$ cat config.mk
export PLATFORM = sky130hd
export DESIGN_NAME = ddrCmdTop
export DESIGN_NICKNAME = d
export VERILOG_FILES = /design/src/logic/ddrCmdPkg.sv /design/src/logic/ddrReqIf.sv /design/src/logic/reqIntake.sv /design/src/logic/openRowTable.sv /design/src/logic/timingGuard.sv /design/src/logic/cmdScheduler.sv /design/src/logic/ddrCmdTop.sv
export SDC_FILE = /design/constraint.sdc
export NUM_CORES = 1
export LEC_CHECK = 0
export ABC_AREA = 1
export BUFFER_PORTS_ARGS = -buffer_cell sky130_fd_sc_hd__buf_2
export CAP_MARGIN = 20
export CORE_ASPECT_RATIO = 1.1
export CORE_MARGIN = 5
export CORE_UTILIZATION = 30
export CTS_BUF_LIST = sky130_fd_sc_hd__clkbuf_4
export DETAILED_ROUTE_END_ITERATION = 10
export GPL_TIMING_DRIVEN = 0
export PLACE_DENSITY_LB_ADDON = 0.25
export SYNTH_ARGS = -nofsm -noshare
export SYNTH_HDL_FRONTEND = slang
export SYNTH_SLANG_ARGS = --single-unit
$ cat constraint.sdc
create_clock -name CLK -period 6.5 [get_ports CLK]
set_input_delay 0.325 -clock CLK [delete_from_list [all_inputs] [get_ports CLK]]
set_output_delay 0.325 -clock CLK [all_outputs]
set_load 0.1 [all_outputs]
$ cat src/logic/ddrCmdPkg.sv
// shared definitions for the DDR2 command scheduler
// address field widths, command and classification enums,
// request struct and default timing limits in controller clocks

package ddrCmdPkg;

   // --------------------
   // address fields
   localparam int RowW     = 14;            // 16K rows
   localparam int BankW    = 3;             // 8 banks
   localparam int ColW     = 8;             // burst-aligned column
   localparam int AddrW    = 26;            // rank + row + bank + col
   localparam int NumRanks = 2;

   // --------------------
   // encodings
   typedef enum logic [2:0] {
      NopCmd       = 3'b111,
      ActiveCmd    = 3'b011,
      ReadCmd      = 3'b101,
      WriteCmd     = 3'b100,
      PrechargeCmd = 3'b010
   } ddrCmdE;                               // {RAS, CAS, WE}

   typedef enum logic [1:0] {
      AccHit,
      AccMiss,
      AccConflict
   } accessE;

   typedef enum logic [1:0] {
      SIdle,
      SWaitAct,
      SIssueOp
   } schedStateE;

   typedef struct packed {
      logic             isRead;
      logic             rank;
      logic [RowW-1:0]  row;
      logic [BankW-1:0] bank;
      logic [ColW-1:0]  col;
   } ddrReqT;

   // --------------------
   // timing limits
   localparam int DefTRtw     = 2;          // read to write
   localparam int DefTWtr     = 5;          // write to read
   localparam int DefTRpa     = 3;          // precharge to activate
   localparam int DefTRtp     = 3;          // read to precharge
   localparam int DefTWtp     = 6;          // write to precharge
   localparam int DefTRas     = 6;          // activate to precharge
   localparam int DefTFaw     = 5;          // activate window length
   localparam int MaxActInWin = 4;

endpackage

$ cat src/logic/ddrReqIf.sv
// pending request bus between intake, row table, timing guard and scheduler
// carries the held request, its valid flag, the take pulse and the class

`timescale 1ns/1ps

interface ddrReqIf ();
   import ddrCmdPkg::*;

   ddrReqT req;                             // held request
   logic   reqValid;
   logic   reqTake;                         // final op issued, register may refill
   accessE access;                          // hit / miss / conflict

   modport intake   (output req, output reqValid, input reqTake);
   modport sched    (input req, input reqValid, input access, output reqTake);
   modport rowTable (input req, output access);
   modport guard    (input req);

endinterface

$ cat src/logic/reqIntake.sv
// Wishbone classic slave without data lines
// one-entry request register with posted acknowledge
// address split into rank, row, bank and column

`timescale 1ns/1ps

module reqIntake (
   input  logic                          CLK,
   input  logic                          rst,
   input  logic                          wbCyc,
   input  logic                          wbStb,
   input  logic                          wbWe,
   input  logic [ddrCmdPkg::AddrW-1:0]   wbAdr,
   output logic                          wbAck,
   ddrReqIf.intake                       reqPort
);
   import ddrCmdPkg::*;

   logic accept;

   // master keeps strobe up during the ack cycle, so that cycle is masked
   assign accept = wbCyc && wbStb && !wbAck &&
                   (!reqPort.reqValid || reqPort.reqTake);

   // --------------------
   // handshake
   always_ff @(posedge CLK) begin
      if (rst) begin
         wbAck            <= 1'b0;
         reqPort.reqValid <= 1'b0;
      end else begin
         wbAck            <= accept;      // one pulse per accepted request
         reqPort.reqValid <= accept || (reqPort.reqValid && !reqPort.reqTake);
      end
   end

   // --------------------
   // request register
   always_ff @(posedge CLK) begin
      if (accept) begin
         reqPort.req.isRead <= !wbWe;                          // we low = read
         reqPort.req.rank   <= wbAdr[AddrW-1];
         reqPort.req.row    <= wbAdr[AddrW-2 -: RowW];
         reqPort.req.bank   <= wbAdr[BankW+ColW-1 -: BankW];
         reqPort.req.col    <= wbAdr[ColW-1:0];
      end
   end

endmodule

$ cat src/logic/openRowTable.sv
// open-row memory, one row and valid bit per rank and bank
// activate opens a row, precharge closes the bank
// classifies the held request as hit, miss or conflict

`timescale 1ns/1ps

module openRowTable (
   input  logic                        CLK,
   input  logic                        rst,
   ddrReqIf.rowTable                   reqPort,
   input  logic                        actIssue,
   input  logic                        preIssue,
   input  logic                        cmdRank,
   input  logic [ddrCmdPkg::BankW-1:0] cmdBank,
   input  logic [ddrCmdPkg::RowW-1:0]  cmdRow
);
   import ddrCmdPkg::*;

   localparam int NumBanks = 2 ** BankW;

   logic [NumBanks-1:0] bankOpen [NumRanks];
   logic [RowW-1:0]     openRow  [NumRanks][NumBanks];
   logic                reqOpen;
   logic                rowMatch;

   // --------------------
   // bank state
   always_ff @(posedge CLK) begin
      if (rst) begin
         for (int r = 0; r < NumRanks; r++) begin
            bankOpen[r] <= '0;                 // all banks closed
         end
      end else if (actIssue) begin
         bankOpen[cmdRank][cmdBank] <= 1'b1;
      end else if (preIssue) begin
         bankOpen[cmdRank][cmdBank] <= 1'b0;
      end
   end

   always_ff @(posedge CLK) begin
      if (actIssue) begin
         openRow[cmdRank][cmdBank] <= cmdRow;
      end
   end

   // --------------------
   // classification
   assign reqOpen  = bankOpen[reqPort.req.rank][reqPort.req.bank];
   assign rowMatch = openRow[reqPort.req.rank][reqPort.req.bank] == reqPort.req.row;

   always_comb begin
      if (!reqOpen) begin
         reqPort.access = AccMiss;            // activate first
      end else if (rowMatch) begin
         reqPort.access = AccHit;
      end else begin
         reqPort.access = AccConflict;        // precharge, activate, op
      end
   end

endmodule

$ cat src/logic/timingGuard.sv
// timing guard for the command stream
// global read, write and precharge gap timers
// per-rank activate, read and write timers and the activate window
// permission flags for the held request's rank

`timescale 1ns/1ps

module timingGuard #(
   parameter int TRtw = ddrCmdPkg::DefTRtw,
   parameter int TWtr = ddrCmdPkg::DefTWtr,
   parameter int TRpa = ddrCmdPkg::DefTRpa,
   parameter int TRtp = ddrCmdPkg::DefTRtp,
   parameter int TWtp = ddrCmdPkg::DefTWtp,
   parameter int TRas = ddrCmdPkg::DefTRas,
   parameter int TFaw = ddrCmdPkg::DefTFaw
) (
   input  logic              CLK,
   input  logic              rst,
   ddrReqIf.guard            reqPort,
   input  ddrCmdPkg::ddrCmdE issuedCmd,
   input  logic              issuedRank,
   output logic              opOk,
   output logic              preOk,
   output logic              actOk
);
   import ddrCmdPkg::*;

   // the command in flight blocks its own cycle and the next decision
   // lands one clock later, so a gap of t needs a load of t-2
   function automatic logic [3:0] loadVal(input int t);
      return (t > 2) ? 4'(t - 2) : 4'd0;
   endfunction

   localparam logic [3:0] LRtw = loadVal(TRtw);
   localparam logic [3:0] LWtr = loadVal(TWtr);
   localparam logic [3:0] LRpa = loadVal(TRpa);
   localparam logic [3:0] LRtp = loadVal(TRtp);
   localparam logic [3:0] LWtp = loadVal(TWtp);
   localparam logic [3:0] LRas = loadVal(TRas);

   logic [3:0]      tLastRd, tLastWr, tLastPre;
   logic [3:0]      tAct   [NumRanks];
   logic [3:0]      tRd    [NumRanks];
   logic [3:0]      tWr    [NumRanks];
   logic [TFaw-1:0] actWin [NumRanks];           // one bit per past clock
   logic            isRd, isWr, isAct, isPre;
   logic            rankBusy;
   logic [3:0]      actCount;

   assign isRd  = issuedCmd == ReadCmd;
   assign isWr  = issuedCmd == WriteCmd;
   assign isAct = issuedCmd == ActiveCmd;
   assign isPre = issuedCmd == PrechargeCmd;

   // --------------------
   // global timers
   always_ff @(posedge CLK) begin
      if (rst) begin
         tLastRd  <= '0;
         tLastWr  <= '0;
         tLastPre <= '0;
      end else begin
         tLastRd  <= isRd  ? LRtw : (tLastRd  != 0) ? tLastRd  - 1'b1 : tLastRd;
         tLastWr  <= isWr  ? LWtr : (tLastWr  != 0) ? tLastWr  - 1'b1 : tLastWr;
         tLastPre <= isPre ? LRpa : (tLastPre != 0) ? tLastPre - 1'b1 : tLastPre;
      end
   end

   // --------------------
   // per-rank timers and activate window
   always_ff @(posedge CLK) begin
      if (rst) begin
         for (int r = 0; r < NumRanks; r++) begin
            tAct[r]   <= '0;
            tRd[r]    <= '0;
            tWr[r]    <= '0;
            actWin[r] <= '0;
         end
      end else begin
         for (int r = 0; r < NumRanks; r++) begin
            if (isAct && issuedRank == 1'(r)) begin
               tAct[r] <= LRas;
            end else if (tAct[r] != 0) begin
               tAct[r] <= tAct[r] - 1'b1;
            end
            if (isRd && issuedRank == 1'(r)) begin
               tRd[r] <= LRtp;
            end else if (tRd[r] != 0) begin
               tRd[r] <= tRd[r] - 1'b1;
            end
            if (isWr && issuedRank == 1'(r)) begin
               tWr[r] <= LWtp;
            end else if (tWr[r] != 0) begin
               tWr[r] <= tWr[r] - 1'b1;
            end
            actWin[r] <= {actWin[r][TFaw-2:0], isAct && issuedRank == 1'(r)};
         end
      end
   end

   // activates seen on this rank, the one on the pins now included
   always_comb begin
      actCount = {3'b000, isAct && issuedRank == reqPort.req.rank};
      for (int i = 0; i < TFaw; i++) begin
         actCount = actCount + {3'b000, actWin[reqPort.req.rank][i]};
      end
   end

   // --------------------
   // permission flags
   assign rankBusy = issuedRank == reqPort.req.rank && (isAct || isRd || isWr);

   assign opOk  = reqPort.req.isRead ? (tLastWr == 0 && !isWr)
                                     : (tLastRd == 0 && !isRd);
   assign preOk = tAct[reqPort.req.rank] == 0 && tRd[reqPort.req.rank] == 0 &&
                  tWr[reqPort.req.rank] == 0 && !rankBusy;
   assign actOk = tLastPre == 0 && !isPre && actCount < MaxActInWin;

endmodule

$ cat src/logic/cmdScheduler.sv
// command FSM for hit, miss and conflict sequences
// registered RAS/CAS/WE, address, bank and rank-select outputs

`timescale 1ns/1ps

module cmdScheduler (
   input  logic                        CLK,
   input  logic                        rst,
   input  logic                        inhibit,
   ddrReqIf.sched                      reqPort,
   input  logic                        opOk,
   input  logic                        preOk,
   input  logic                        actOk,
   output ddrCmdPkg::ddrCmdE           issuedCmd,
   output logic                        issuedRank,
   output logic                        actIssue,
   output logic                        preIssue,
   output logic [ddrCmdPkg::BankW-1:0] cmdBank,
   output logic [ddrCmdPkg::RowW-1:0]  cmdRow,
   output logic                        ddrRas,
   output logic                        ddrCas,
   output logic                        ddrWe,
   output logic [ddrCmdPkg::RowW-1:0]  ddrAddr,
   output logic [ddrCmdPkg::BankW-1:0] ddrBank,
   output logic [1:0]                  ddrRankSel
);
   import ddrCmdPkg::*;

   schedStateE state, nextState;
   ddrCmdE     nextCmd;
   ddrCmdE     opCmd;
   logic       opDone;

   assign opCmd = reqPort.req.isRead ? ReadCmd : WriteCmd;

   // --------------------
   // next command
   always_comb begin
      nextState = state;
      nextCmd   = NopCmd;
      opDone    = 1'b0;
      if (reqPort.reqValid && !inhibit) begin
         case (state)
            SIdle: begin
               case (reqPort.access)
                  AccHit: begin
                     if (opOk) begin
                        nextCmd = opCmd;
                        opDone  = 1'b1;
                     end
                  end
                  AccMiss: begin
                     if (actOk) begin
                        nextCmd   = ActiveCmd;
                        nextState = SIssueOp;
                     end
                  end
                  default: begin                       // conflict
                     if (preOk) begin
                        nextCmd   = PrechargeCmd;
                        nextState = SWaitAct;
                     end
                  end
               endcase
            end
            SWaitAct: begin
               if (actOk) begin
                  nextCmd   = ActiveCmd;
                  nextState = SIssueOp;
               end
            end
            default: begin                             // SIssueOp
               if (opOk) begin
                  nextCmd   = opCmd;
                  opDone    = 1'b1;
                  nextState = SIdle;
               end
            end
         endcase
      end
   end

   assign reqPort.reqTake = opDone;

   // --------------------
   // output stage
   always_ff @(posedge CLK) begin
      if (rst) begin
         state      <= SIdle;
         issuedCmd  <= NopCmd;
         ddrRankSel <= 2'b11;                  // both ranks deselected
      end else begin
         state      <= nextState;
         issuedCmd  <= nextCmd;
         if (nextCmd == NopCmd) begin
            ddrRankSel <= 2'b11;
         end else begin
            ddrRankSel <= reqPort.req.rank ? 2'b01 : 2'b10;   // active low
         end
      end
   end

   always_ff @(posedge CLK) begin
      issuedRank <= reqPort.req.rank;
      ddrBank    <= reqPort.req.bank;
      case (nextCmd)
         ActiveCmd: ddrAddr <= reqPort.req.row;
         ReadCmd, WriteCmd: ddrAddr <= {{(RowW-ColW-2){1'b0}}, reqPort.req.col, 2'b00};
         default: ddrAddr <= '0;               // A10 low, single-bank precharge
      endcase
   end

   assign {ddrRas, ddrCas, ddrWe} = issuedCmd;
   assign actIssue = issuedCmd == ActiveCmd;
   assign preIssue = issuedCmd == PrechargeCmd;
   assign cmdBank  = ddrBank;
   assign cmdRow   = ddrAddr;                  // row sits on the pins during activate

endmodule

$ cat src/logic/ddrCmdTop.sv
// DDR2 command scheduler top level
// request intake, open-row table, timing guard and command FSM

`timescale 1ns/1ps

module ddrCmdTop #(
   parameter int TRtw = ddrCmdPkg::DefTRtw,
   parameter int TWtr = ddrCmdPkg::DefTWtr,
   parameter int TRpa = ddrCmdPkg::DefTRpa,
   parameter int TRtp = ddrCmdPkg::DefTRtp,
   parameter int TWtp = ddrCmdPkg::DefTWtp,
   parameter int TRas = ddrCmdPkg::DefTRas,
   parameter int TFaw = ddrCmdPkg::DefTFaw
) (
   input  logic                        CLK,
   input  logic                        rst,
   input  logic                        inhibit,
   input  logic                        wbCyc,
   input  logic                        wbStb,
   input  logic                        wbWe,
   input  logic [ddrCmdPkg::AddrW-1:0] wbAdr,
   output logic                        wbAck,
   output logic                        ddrRas,
   output logic                        ddrCas,
   output logic                        ddrWe,
   output logic [ddrCmdPkg::RowW-1:0]  ddrAddr,
   output logic [ddrCmdPkg::BankW-1:0] ddrBank,
   output logic [1:0]                  ddrRankSel
);
   import ddrCmdPkg::*;

   ddrReqIf reqBus ();

   ddrCmdE           issuedCmd;
   logic             issuedRank;
   logic             actIssue, preIssue;
   logic             opOk, preOk, actOk;
   logic [BankW-1:0] cmdBank;
   logic [RowW-1:0]  cmdRow;

   reqIntake intake (
      .CLK(CLK), .rst(rst), .wbCyc(wbCyc), .wbStb(wbStb), .wbWe(wbWe),
      .wbAdr(wbAdr), .wbAck(wbAck), .reqPort(reqBus.intake)
   );

   openRowTable rowTable (
      .CLK(CLK), .rst(rst), .reqPort(reqBus.rowTable),
      .actIssue(actIssue), .preIssue(preIssue),
      .cmdRank(issuedRank), .cmdBank(cmdBank), .cmdRow(cmdRow)
   );

   timingGuard #(
      .TRtw(TRtw), .TWtr(TWtr), .TRpa(TRpa), .TRtp(TRtp),
      .TWtp(TWtp), .TRas(TRas), .TFaw(TFaw)
   ) guard (
      .CLK(CLK), .rst(rst), .reqPort(reqBus.guard),
      .issuedCmd(issuedCmd), .issuedRank(issuedRank),
      .opOk(opOk), .preOk(preOk), .actOk(actOk)
   );

   cmdScheduler sched (
      .CLK(CLK), .rst(rst), .inhibit(inhibit), .reqPort(reqBus.sched),
      .opOk(opOk), .preOk(preOk), .actOk(actOk),
      .issuedCmd(issuedCmd), .issuedRank(issuedRank),
      .actIssue(actIssue), .preIssue(preIssue),
      .cmdBank(cmdBank), .cmdRow(cmdRow),
      .ddrRas(ddrRas), .ddrCas(ddrCas), .ddrWe(ddrWe),
      .ddrAddr(ddrAddr), .ddrBank(ddrBank), .ddrRankSel(ddrRankSel)
   );

endmodule

### After elaboration in Yosys (flattened, before gate mapping)

Memory sizes are Yosys's and may differ from the RTL's. A register that Yosys moved wholly into a read port is not among the register bits.
Index checks and enable logic that the tools add are counted.

| cells by class | value |
|---|---|
| bitwise logic cells | 25 |
| multiplexer cells | 118 |
| equal/unequal tests | 14 |
| $lt $le $gt $ge | 7 |
| reductions and logical operators | 62 |
| $add $sub $neg | 14 |

Operators with widths:

| kind | number |
|---|---|
| $mux 112 | 1 |
| $mux 1 | 74 |
| $mux 4 | 12 |
| $bmux 14 s3 | 1 |
| $demux 14 s3 | 1 |
| $mux 14 | 3 |
| $reduce_bool 4->1 | 9 |
| $sub 4x1->4 const B | 9 |
| $mux 8 | 4 |
| $pmux 14 s2 | 1 |
| $logic_not 4->1 | 6 |
| $logic_and 1x1->1 | 22 |
| $or 1x1->1 | 22 |
| $add 4x1->4 | 4 |
| $mux 2 | 8 |
| $eq 3x3->1 const B | 5 |
| $eq 14x14->1 | 1 |
| $mux 3 | 4 |
| $pmux 3 s2 | 2 |
| $mux 5 | 2 |
| $reduce_or 2->1 | 5 |
| $eq 3x2->1 const B | 3 |
| $logic_not 1->1 | 9 |
| $ge 4x4->1 const B | 2 |
| other kinds (21) | 30 |

| storage, ports and cells | value |
|---|---|
| memories kept | 6 |
| bits in registers | 66 |
| input bits | 32 |
| RAM bits | 274 |

Memories:

| memory | words | bits a word | rd ports | clocked after memory_dff | wr ports | line | text |
|---|---|---|---|---|---|---|---|
| rowTable.openRow | 2 | 112 | 1 | 1 | 1 | openRowTable.sv:22 | `logic [RowW-1:0] openRow [NumRanks][NumBanks];` |
| rowTable.bankOpen | 2 | 8 | 1 | 1 | 2 | openRowTable.sv:21 | `logic [NumBanks-1:0] bankOpen [NumRanks];` |
| guard.actWin | 2 | 5 | 3 | 1 | 2 | timingGuard.sv:45 | `logic [TFaw-1:0] actWin [NumRanks];` |
| guard.tAct | 2 | 4 | 3 | 1 | 2 | timingGuard.sv:42 | `logic [3:0] tAct [NumRanks];` |
| guard.tRd | 2 | 4 | 3 | 1 | 2 | timingGuard.sv:43 | `logic [3:0] tRd [NumRanks];` |
| guard.tWr | 2 | 4 | 3 | 1 | 2 | timingGuard.sv:44 | `logic [3:0] tWr [NumRanks];` |

### Logic depth before layout (Yosys ltp)

Gate-level depths: netlist of the first run.

| logic depth | value |
|---|---|
| word-level depth | 16 |
| gate-level depth with buffers | 21 |
| depth with buffers taken out | 21 |

### Cells and area by module

From an unflattened synthesis of the first run, not the netlist that was laid out.

| unflattened totals | value |
|---|---|
| cells, all modules | 1554 |
| area, all modules | 15312.2 µm² |

By module, submodules not included:

| module | area an instance (µm²) | times used | cells an instance | seq. area each (µm²) |
|---|---|---|---|---|
| openRowTable | 10821.6 | 1 | 1072 | 7206.9 |
| timingGuard | 2506.2 | 1 | 308 | 1161.1 |
| cmdScheduler | 1087.3 | 1 | 134 | 500.5 |
| reqIntake | 897.1 | 1 | 40 | 850.8 |

### Least setup slack after synthesis of the first run

No wires, ideal clock.

| timing | value |
|---|---|
| kind | register to register |
| start | register sched.issuedCmd[0] |
| end | register sched.state[1] |
| data required time | 6.433 ns |
| slack | 2.491 ns |
| setup time | 0.067 ns |
| path buffers | 1 |
| period minus slack after synthesis | 4.009 ns |
| data arrival time | 3.942 ns |
| stages on the path, launching flop included | 21 |
| cell sequence | dfxtp_1 clkinv_1 nor2_1 inv_1 nor2_1 ha_1 inv_1 fa_1 inv_1 ha_1 a31o_2 nand2_1 nand3_1 nor2_1 inv_1 o21bai_1 inv_1 nor2_1 nand3_2 buf_4 a21oi_2 |

| on the way | value |
|---|---|
| cells in the longest elaborated chain, start to end | 12 |

Ends and longest elaborated chain:

| item | line | text |
|---|---|---|
| from (decl) | cmdScheduler.sv:14 | `output ddrCmdPkg::ddrCmdE issuedCmd,` |
| from (signal assigned) | cmdScheduler.sv:90 | `issuedCmd <= NopCmd;` |
| from (signal assigned) | cmdScheduler.sv:94 | `issuedCmd <= nextCmd;` |
| $eq 3x2->1 | timingGuard.sv:52 | `assign isAct = issuedCmd == ActiveCmd;` |
| $logic_and 1x1->1 | timingGuard.sv:103 | `actCount = {3'b000, isAct && issuedRank == reqPort.req.rank};` |
| $add 1x1->2 | timingGuard.sv:105 | `actCount = actCount + {3'b000, actWin[reqPort.req.rank][i]};` |
| $add 4x1->4 (4 in a row) | timingGuard.sv:105 |  |
| $lt 4x3->1 | timingGuard.sv:117 | `assign actOk = tLastPre == 0 && !isPre && actCount < MaxActInWin;` |
| $logic_and 1x1->1 | timingGuard.sv:117 |  |
| $mux 2 | n/a |  |
| $pmux 2 s2 (2 in a row) | n/a |  |
| to (signal assigned) | cmdScheduler.sv:89 | `state <= SIdle;` |
| to (signal assigned) | cmdScheduler.sv:93 | `state <= nextState;` |
| to (decl) | cmdScheduler.sv:29 | `schedStateE state, nextState;` |

Parallel ways exist; a longest one is shown, timed or not.
A chain may end at the register's enable or synchronous reset.

### Worst setup path in the final report of the first run

| timing | value |
|---|---|
| start | register, netlist name intake.reqPort.req[8] |
| end | register, netlist name intake.reqPort.req[6] |

| on the way | value |
|---|---|
| cells in the longest elaborated chain, start to end | 13 |

Ends and longest elaborated chain:

| item | line | text |
|---|---|---|
| $not 3->4 (not written as such) | openRowTable.sv:49 | `assign rowMatch = openRow[reqPort.req.rank][reqPort.req.bank] == reqPort.req.row;` |
| $bmux 14 s3 | openRowTable.sv:49 |  |
| $mux 14 (not written as such) (2 in a row) | openRowTable.sv:49 |  |
| $eq 14x14->1 | openRowTable.sv:49 |  |
| $mux 2 | openRowTable.sv:54 | `end else if (rowMatch) begin` |
| $mux 2 (*) | openRowTable.sv:52 | `if (!reqOpen) begin` |
| $logic_not 2->1 (*) | cmdScheduler.sv:45 | `case (reqPort.access)` |
| $mux 1 (*) | cmdScheduler.sv:45 |  |
| $pmux 1 s2 (*) | cmdScheduler.sv:43 | `case (state)` |
| $mux 1 (*) | cmdScheduler.sv:42 | `if (reqPort.reqValid && !inhibit) begin` |
| $logic_or 1x1->1 (*) | reqIntake.sv:23 | `(!reqPort.reqValid \|\| reqPort.reqTake);` |
| $logic_and 1x1->1 (*) | reqIntake.sv:22 | `assign accept = wbCyc && wbStb && !wbAck &&` |
| via intake.accept | reqIntake.sv:19 | `logic accept;` |

The timed path passes the listed nets; every way through them passes the cells marked *. The select of a mux whose other input is x is not followed.

==> out/qor.yml, run 1 <==
timing:
  skew_ps: 85.3
  fmax_mhz: 230
  final.setup.tns_ps: 0
  worst-slew-pin-transition_ps: 996
  rsz0062_at_grt: "no"
  setup_viol_count_final: 0
  finalCriticalPeriod_ps: 4340
  hold_viol_final: 0
  slew_violations: 0
  fin_crit_sh_pct: 66.8
  slew_headroom_pct: 32.8
  timing.final.ws_setup_ps: 2160
synth:
  yosys-top-cells-area: "edfxtp_1 (60%), nand2_1 (10%), dfxtp_1 (6.8%)"
  syn_nets: 1498
  ys_warn_count: 0
  yosys.area.top_type_share_pct: 59.5
  synth_area_um2: 14700
  yosys_register_bits: 341
  yosysSeqAreaShare_pct: 66.3
  ys_types: 42
  synth_cells: 1451
  yosysTopAreaCell: "edfxtp_1"
  postSynthAreaPerCell_um2: 10.1
grt:
  track_usage_pct: 16.1
  antenna_found_initial: 2
  grt_pass1_vias: 10700
  grt_pass1_wl_um: 64700
  grt_max_degree: 28
  gr-total-overflow: 0
placement:
  preCtsSetupSlack_ps: 2180
  dp_hpwl_um: 29300
  io_buffers: 54
  place.gp.congestion: 0.815
layout:
  register_area_um2: 9740
  multiInputGateArea_um2: 3960
  drive_above_1_share_pct: 17.6
  final_nets: 1696
  n_fill_cell: 4996
  fin_util_pct: 36.3
  syn_to_final_growth_pct: 20.3
die:
  start_util_pct: 30.1
  die_h_um: 242
  dieArea_um2: 53500
  core_area_um2: 48700
  io-pin-count: 55
  die_w_um: 221
  rows: 85
min_path:
  min_path_type: "input port to flop"
power:
  p_per_area_nw_per_um2: 297
  total_power_mw: 5.24
  peakVddDrop_v: 0.000170
  p_leak_nw: 7.36
routing:
  wl_um: 43900
  viasPerCell: 4.59
  drtAntennaViolNets: 0
  drc: 0
  wire_per_inst_um: 18.4
  drt-initial-drc-count: 911
  vias: 10900
  dr.pass1.iters: 6
setup_path:
  arrival_ps: 4730
  cp-start-kind: "flop"
  critPathKind: "flop to flop"
  cp.required_ps: 6900
  cp-end-kind: "flop"
  path_max_fanout: 27
clock_network:
  cts_tree: "yes"
  root_buffer: "clkbuf_4"
  path_clk_slew_ps: 60
  clk_latency_ps: 840
  clk_path_buf_depth: 3
  htree_levels: 3
  clock_sinks: 341
  tritoncts.num_buffers: 95
job:
  drv_cap: 0
outcome:
  outcome: "finished clean"
-- final timing paths --
check	start	endpoint	slack, ps	cells after the start
hold reg to reg	intake.reqPort.req[10]	sched.cmdBank[2]	370	0
hold / removal	rst	rowTable.bankOpen[0][7]	90	4
setup / recovery	intake.reqPort.req[8]	intake.reqPort.req[6]	2160	16
setup reg to reg	intake.reqPort.req[8]	intake.reqPort.req[6]	2160	16
-- stage by stage --
step / hold slack, ps / area, µm² / cells
6_report: 91.7 / 17700 / 2381
5_1_grt: 49.7 / 17700 / 2381
4_1_cts: 8.71 / 17700 / 2378
3_5_place_dp: 359 / 16100 / 2174
3_3_place_gp: 356 / 15800 / 2157
2_1_floorplan: 343 / 14700 / 1451
-- sequential cells by signal, indices dropped and copies added (netlist names), 8 cells and up, named ones only --
register	flops
guard.actWin	10
rowTable.openRow	224
rowTable.bankOpen	16
guard.tRd	8
guard.tWr	8
sched.cmdRow	14
intake.reqPort.req	27
guard.tAct	8
-- final cells by class --
type                       count  area share, %
sequential                   341           55.2
inverter                     185           3.93
clock buffer                 161           6.84
tap                          652           4.62
multi-input combinational    866           22.4
clock inverter                13          0.432
timing repair buffer         101           4.70
buffer                        59           1.87
antenna                        3         0.0425
-- critical path, stage by stage, from the launching register on --
cell	delay [ps]
edfxtp_1	430
buf_2	200
clkbuf_1	720
nand3_1	170
nand3_1	170
nand3_1	110
nand3_1	90
nand2_1	100
nor2_1	110
nand2_1	110
nor2_1	330
nand3_1	140
nand2_2	340
nand2_2	60
nand2_1	110
nand2_1	110
inv_2	610
-- power breakdown --
group	internal, mW	leakage [nW]	switching [mW]	total (mW)
Combinational	0.223	3.71	0.421	0.644
Sequential	2.49	2.88	0.0678	2.56
Clock	1.14	0.781	0.903	2.05
Total	3.85	7.36	1.39	5.24
-- repair_timing --
item | 4_1_cts | 5_1_grt
hold endpoints to repair | 34 | 0
buffers inserted | 0 | 0
hold buffers | 30 | 0
gates resized for setup | 0 | 0
-- routing by layer --
| metal | GRT usage, % | wire (µm) | vias up |
|---|---|---|---|
| met4 | 4.76 | 1030 | 0 |
| met1 | 20.9 | 18700 | 5157 |
| li1 | - | - | 5279 |
| met3 | 3.87 | 3260 | 87 |
| met5 | 0 | 0 | - |
| met2 | 26.9 | 20900 | 403 |
-- cells by family (layout without fill, tap and decap cells) --
family / after synthesis / after routing / share of synthesized area, %
xor+xnor: 11 / 11 / 0.656
other cells: 0 / 3 / 0
compound gates: 94 / 94 / 3.74
simple gates: 746 / 746 / 20.9
flops: 341 / 341 / 66.3
fa+ha+maj: 15 / 15 / 1.33
buf+inv: 244 / 519 / 6.98
-- synth_stat cells (all sizes together) --
| master | instances |
|---|---|
| o21a | 1 |
| o21bai | 2 |
| o211ai | 11 |
| a21oi | 17 |
| o22ai | 1 |
| nand3b | 1 |
| or2 | 3 |
| o31ai | 2 |
| a211oi | 2 |
| clkbuf | 15 |
| ha | 14 |
| fa | 1 |
| or4 | 2 |
| nor3b | 1 |
| a21boi | 1 |
| buf | 44 |
| nor3 | 16 |
| dfxtp | 50 |
| edfxtp | 291 |
| nor4 | 1 |
| o21ai | 50 |
| o311ai | 1 |
| nand4 | 1 |
| a31oi | 2 |
| nand2 | 405 |
| a31o | 1 |
| xnor2 | 6 |
| o221ai | 3 |
| nor2 | 142 |
| xor2 | 5 |
| inv | 183 |
| clkinv | 2 |
| nand3 | 174 |
-- placed cells by master, fill, tap and decap left out, types with 4 or more instances in the layout --
master	instances
inv_1	180
clkbuf_1	15
nor2_2	16
o21ai_0	40
nand3_1	173
ha_1	14
dlygate4sd3_1	30
o21ai_1	10
buf_2	75
a21oi_1	16
edfxtp_1	291
nor3_1	16
o211ai_1	10
buf_8	15
clkinv_1	11
inv_2	5
clkbuf_4	161
buf_1	4
dfxtp_1	50
buf_4	17
nor2_1	126
xor2_1	5
nand2_1	403
xnor2_1	6
(Power assumes the default switching activity.)
==> inputs of run 2 (changes only) <==
- ABC_AREA: 1 -> 0
- clock period: 6.5 -> 3.9 ns (I/O delays scaled with it)
==> out/qor.yml, run 2 <==
timing:
  skew_ps: 56.1  # -29.2 ps
  finalCriticalPeriod_ps: 3720  # -619 ps
  slew_headroom_pct: 38.3  # +5.5 points
  holdWs_ps: 133  # +41.0 ps
  fmax_mhz: 269  # +17%
  worst-slew-pin-transition_ps: 926  # -70.2 ps
  hold_viol_final: 0  # unchanged
  slew_violations: 0  # unchanged
  fin_crit_sh_pct: 95.4  # +29 points
  setup_viol_count_final: 0  # unchanged
grt:
  grt_pass1_wl_um: 52500  # -19%
  track_usage_pct: 13.8  # -2.3 points
  gr-total-overflow: 0  # unchanged
  grt_max_degree: 21  # -25%
  antenna_found_initial: 2  # unchanged
  grt_pass1_vias: 8460  # -21%
setup_path:
  rr_startpoint: "intake.reqPort.req[10]"
  cp-startpoint: "intake.reqPort.req[10]"
  cp-start-kind: "flop"
  cp-end-kind: "flop"
  r2r_cells: 11  # -5
  arrival_ps: 4160  # -570 ps
  slowest_delay_ps: 460  # -260 ps
  path_cells: "buf_2, clkbuf_4, buf_4, mux2i_1, xor2_1, a31oi_1, nor3_2, nand4_1, a21o_1, a21oi_4, buf_12"
  cp_slowest_cell: "edfxtp_1"
  path_max_fanout: 20  # -26%
  critPathKind: "flop to flop"
  cp.required_ps: 4340  # -2560 ps
synth:
  yosys-top-cells-area: "edfxtp_1 (62%), dfxtp_1 (7.1%), mux4_2 (6.1%)"
  synth_area_um2: 14000  # -4.6%
  synth_ff_type: "edfxtp_1"
  syn_nets: 912  # -39%
  synthSimpleGateAreaFrac_pct: 8.00  # -13 points
  yosysSeqAreaShare_pct: 69.5  # +3.2 points
  synthMuxAreaShare_pct: 12.5  # +12 points
  synth_edf_count: 291  # unchanged
  yosys-top-cells-count: "edfxtp_1 (291), nor2_1 (82), dfxtp_1 (50)"
  ys_async_sr_fraction_pct: 0  # unchanged
  postSynthAreaPerCell_um2: 16.2  # +60%
  yosys.area.top_type_share_pct: 62.4  # +2.8 points
  ys_warn_count: 0  # unchanged
  synth_xor_area_share_pct: 1.80  # +1.1 points
  yosys_register_bits: 341  # unchanged
  synth_cells: 865  # -40%
  yosysTopAreaCell: "edfxtp_1"
  synth_compound_area_share_pct: 4.42  # +0.68 points
  synth_top_family_by_area: "multiplexers"
  synth_fa_ha_area_share_pct: 1.39  # +0.064 points
  synth.most_common_cell: "edfxtp_1"
  ys_types: 57  # +36%
clock_network:
  clk_path_buf_depth: 3  # unchanged
  clock_sinks: 341  # unchanged
  htree_levels: 3  # unchanged
  path_clk_slew_ps: 60  # about the same
  cts_tree: "yes"
  root_buffer: "clkbuf_4"
  tritoncts.num_buffers: 89  # -6.3%
  clk_latency_ps: 750  # -90 ps
power:
  p_per_area_nw_per_um2: 509  # +71%
  p_leak_nw: 5.96  # -19%
  peakVddDrop_v: 0.000224  # +31%
die:
  rows: 83  # -2.4%
  die_h_um: 237  # -2.2%
  die_w_um: 216  # -2.2%
  start_util_pct: 30.2  # +0.041 points
  dieArea_um2: 51100  # -4.4%
  core_area_um2: 46400  # -4.7%
  io-pin-count: 55  # unchanged
layout:
  largestRegisters: "rowTable.openRow (224), intake.reqPort.req (27), rowTable.bankOpen (16)"
  final_nets: 1113  # -34%
  final_cell_mix: "edfxtp_1 (291), clkbuf_4 (151), nor2_1 (66)"
  syn_to_final_growth_pct: 22.2
  register_area_um2: 9740  # about the same
  largest_register: "rowTable.openRow"
  multiInputGateArea_um2: 4010  # +1.3%
  drive_above_1_share_pct: 29.8  # +12 points
  largest_register_ffs: 224  # unchanged
  fin_util_pct: 36.9  # +0.63 points
  layout.cells.most_common: "edfxtp_1"
  final_cell_area_um2: 17100  # -3.0%
  n_fill_cell: 4408  # -12%
placement:
  place.gp.congestion: 0.766  # -6.0%
  io_buffers: 54  # unchanged
  dp_hpwl_um: 23400  # -20%
  place_area_um2: 15400  # -4.1%
routing:
  wl_um: 35400  # -19%
  drtAntennaViolNets: 0  # unchanged
  drc: 0  # unchanged
  dr.pass1.iters: 5  # -1
  wire_per_inst_um: 20.4  # +11%
  viasPerCell: 4.73  # +3.0%
  vias: 8209  # -25%
  drt-initial-drc-count: 581  # -36%
min_path:
  min_from: "inhibit"
  min_delay_path_depth: 4  # unchanged
  min_path_type: "input port to flop"
outcome:
  outcome: "finished clean"
job:
  drv_cap: 0  # unchanged
## run 2: worst max-delay path: cells and delay by family, from the launching register on
| family | cells | cell delay [ps] |
|---|---|---|
| xor gates and xnor gates | 1 | 260 |
| muxes | 1 | 260 |
| buffers and inverters | 4 | 1180 |
| DFF | 1 | 460 |
| and+or+nand+nor | 2 | 550 |
| AOI/OAI and AO/OA | 3 | 650 |
## run 2: area by class of cell
cell class              count  share of cell area, %
flip-flops and latches    341                   56.9
multi-input cells         452                   23.4
clock buffers             149                   6.53
repair buffers            111                   5.75
well taps                 595                   4.35
plain buffers              39                   1.78
inverters                  32                  0.702
clock inverters            12                  0.512
diodes                      6                 0.0877
## run 2: worst paths after layout
check                     endpoint  slack (ps)
max          intake.reqPort.req[1]         180
min             sched.issuedCmd[0]         130
max reg2reg  intake.reqPort.req[1]         180
min reg2reg       sched.cmdBank[0]         440
## run 2: where the power goes
group	total (mW)	switching (mW)	internal [mW]
sequential	4.34	0.160	4.18
combinational	1.15	0.635	0.512
clock	3.23	1.45	1.78
total	8.71	2.24	6.47
## run 2: layer usage
| metal | vias up | GRT usage, % | part of all wire [%] |
|---|---|---|---|
| met2 | 222 | 22.5 | 48 |
| li1 | 3811 | - | - |
| met1 | 4112 | 18.1 | 44 |
| met5 | - | 0 | 0 |
| met4 | 0 | 4.76 | 2.3 |
| met3 | 64 | 3.26 | 5.1 |
## run 2: logic make-up (layout without fill, tap and decap cells)
group	count (synthesis)	count (layout)
adders and majority gates	15	15
buffers and inverters	72	343
AOI/OAI and AO/OA	88	88
other	0	6
DFF	341	341
xor gates and xnor gates	28	28
and+or+nand+nor	218	218
muxes	103	103
## run 2: what timing repair did
item	in CTS	in global routing
setup endpoints to repair	50	32
hold buffers	30	0
pin swaps	2	3
buffers inserted	9	1
endpoints found under the hold margin	34	0
resized for setup	29	6
## run 2: metrics by stage
stage                     power, mW  TNS [ps]  worst slack [ps]  cells
final                          8.71         0               180   1737
after global routing           9.20     -9.73             -3.01   1736
after CTS                      8.84         0              53.3   1730
after detailed placement       5.51    -40810             -1540   1531
after global placement         5.48    -67620             -1740   1514
after floorplan                5.22         0               130    865
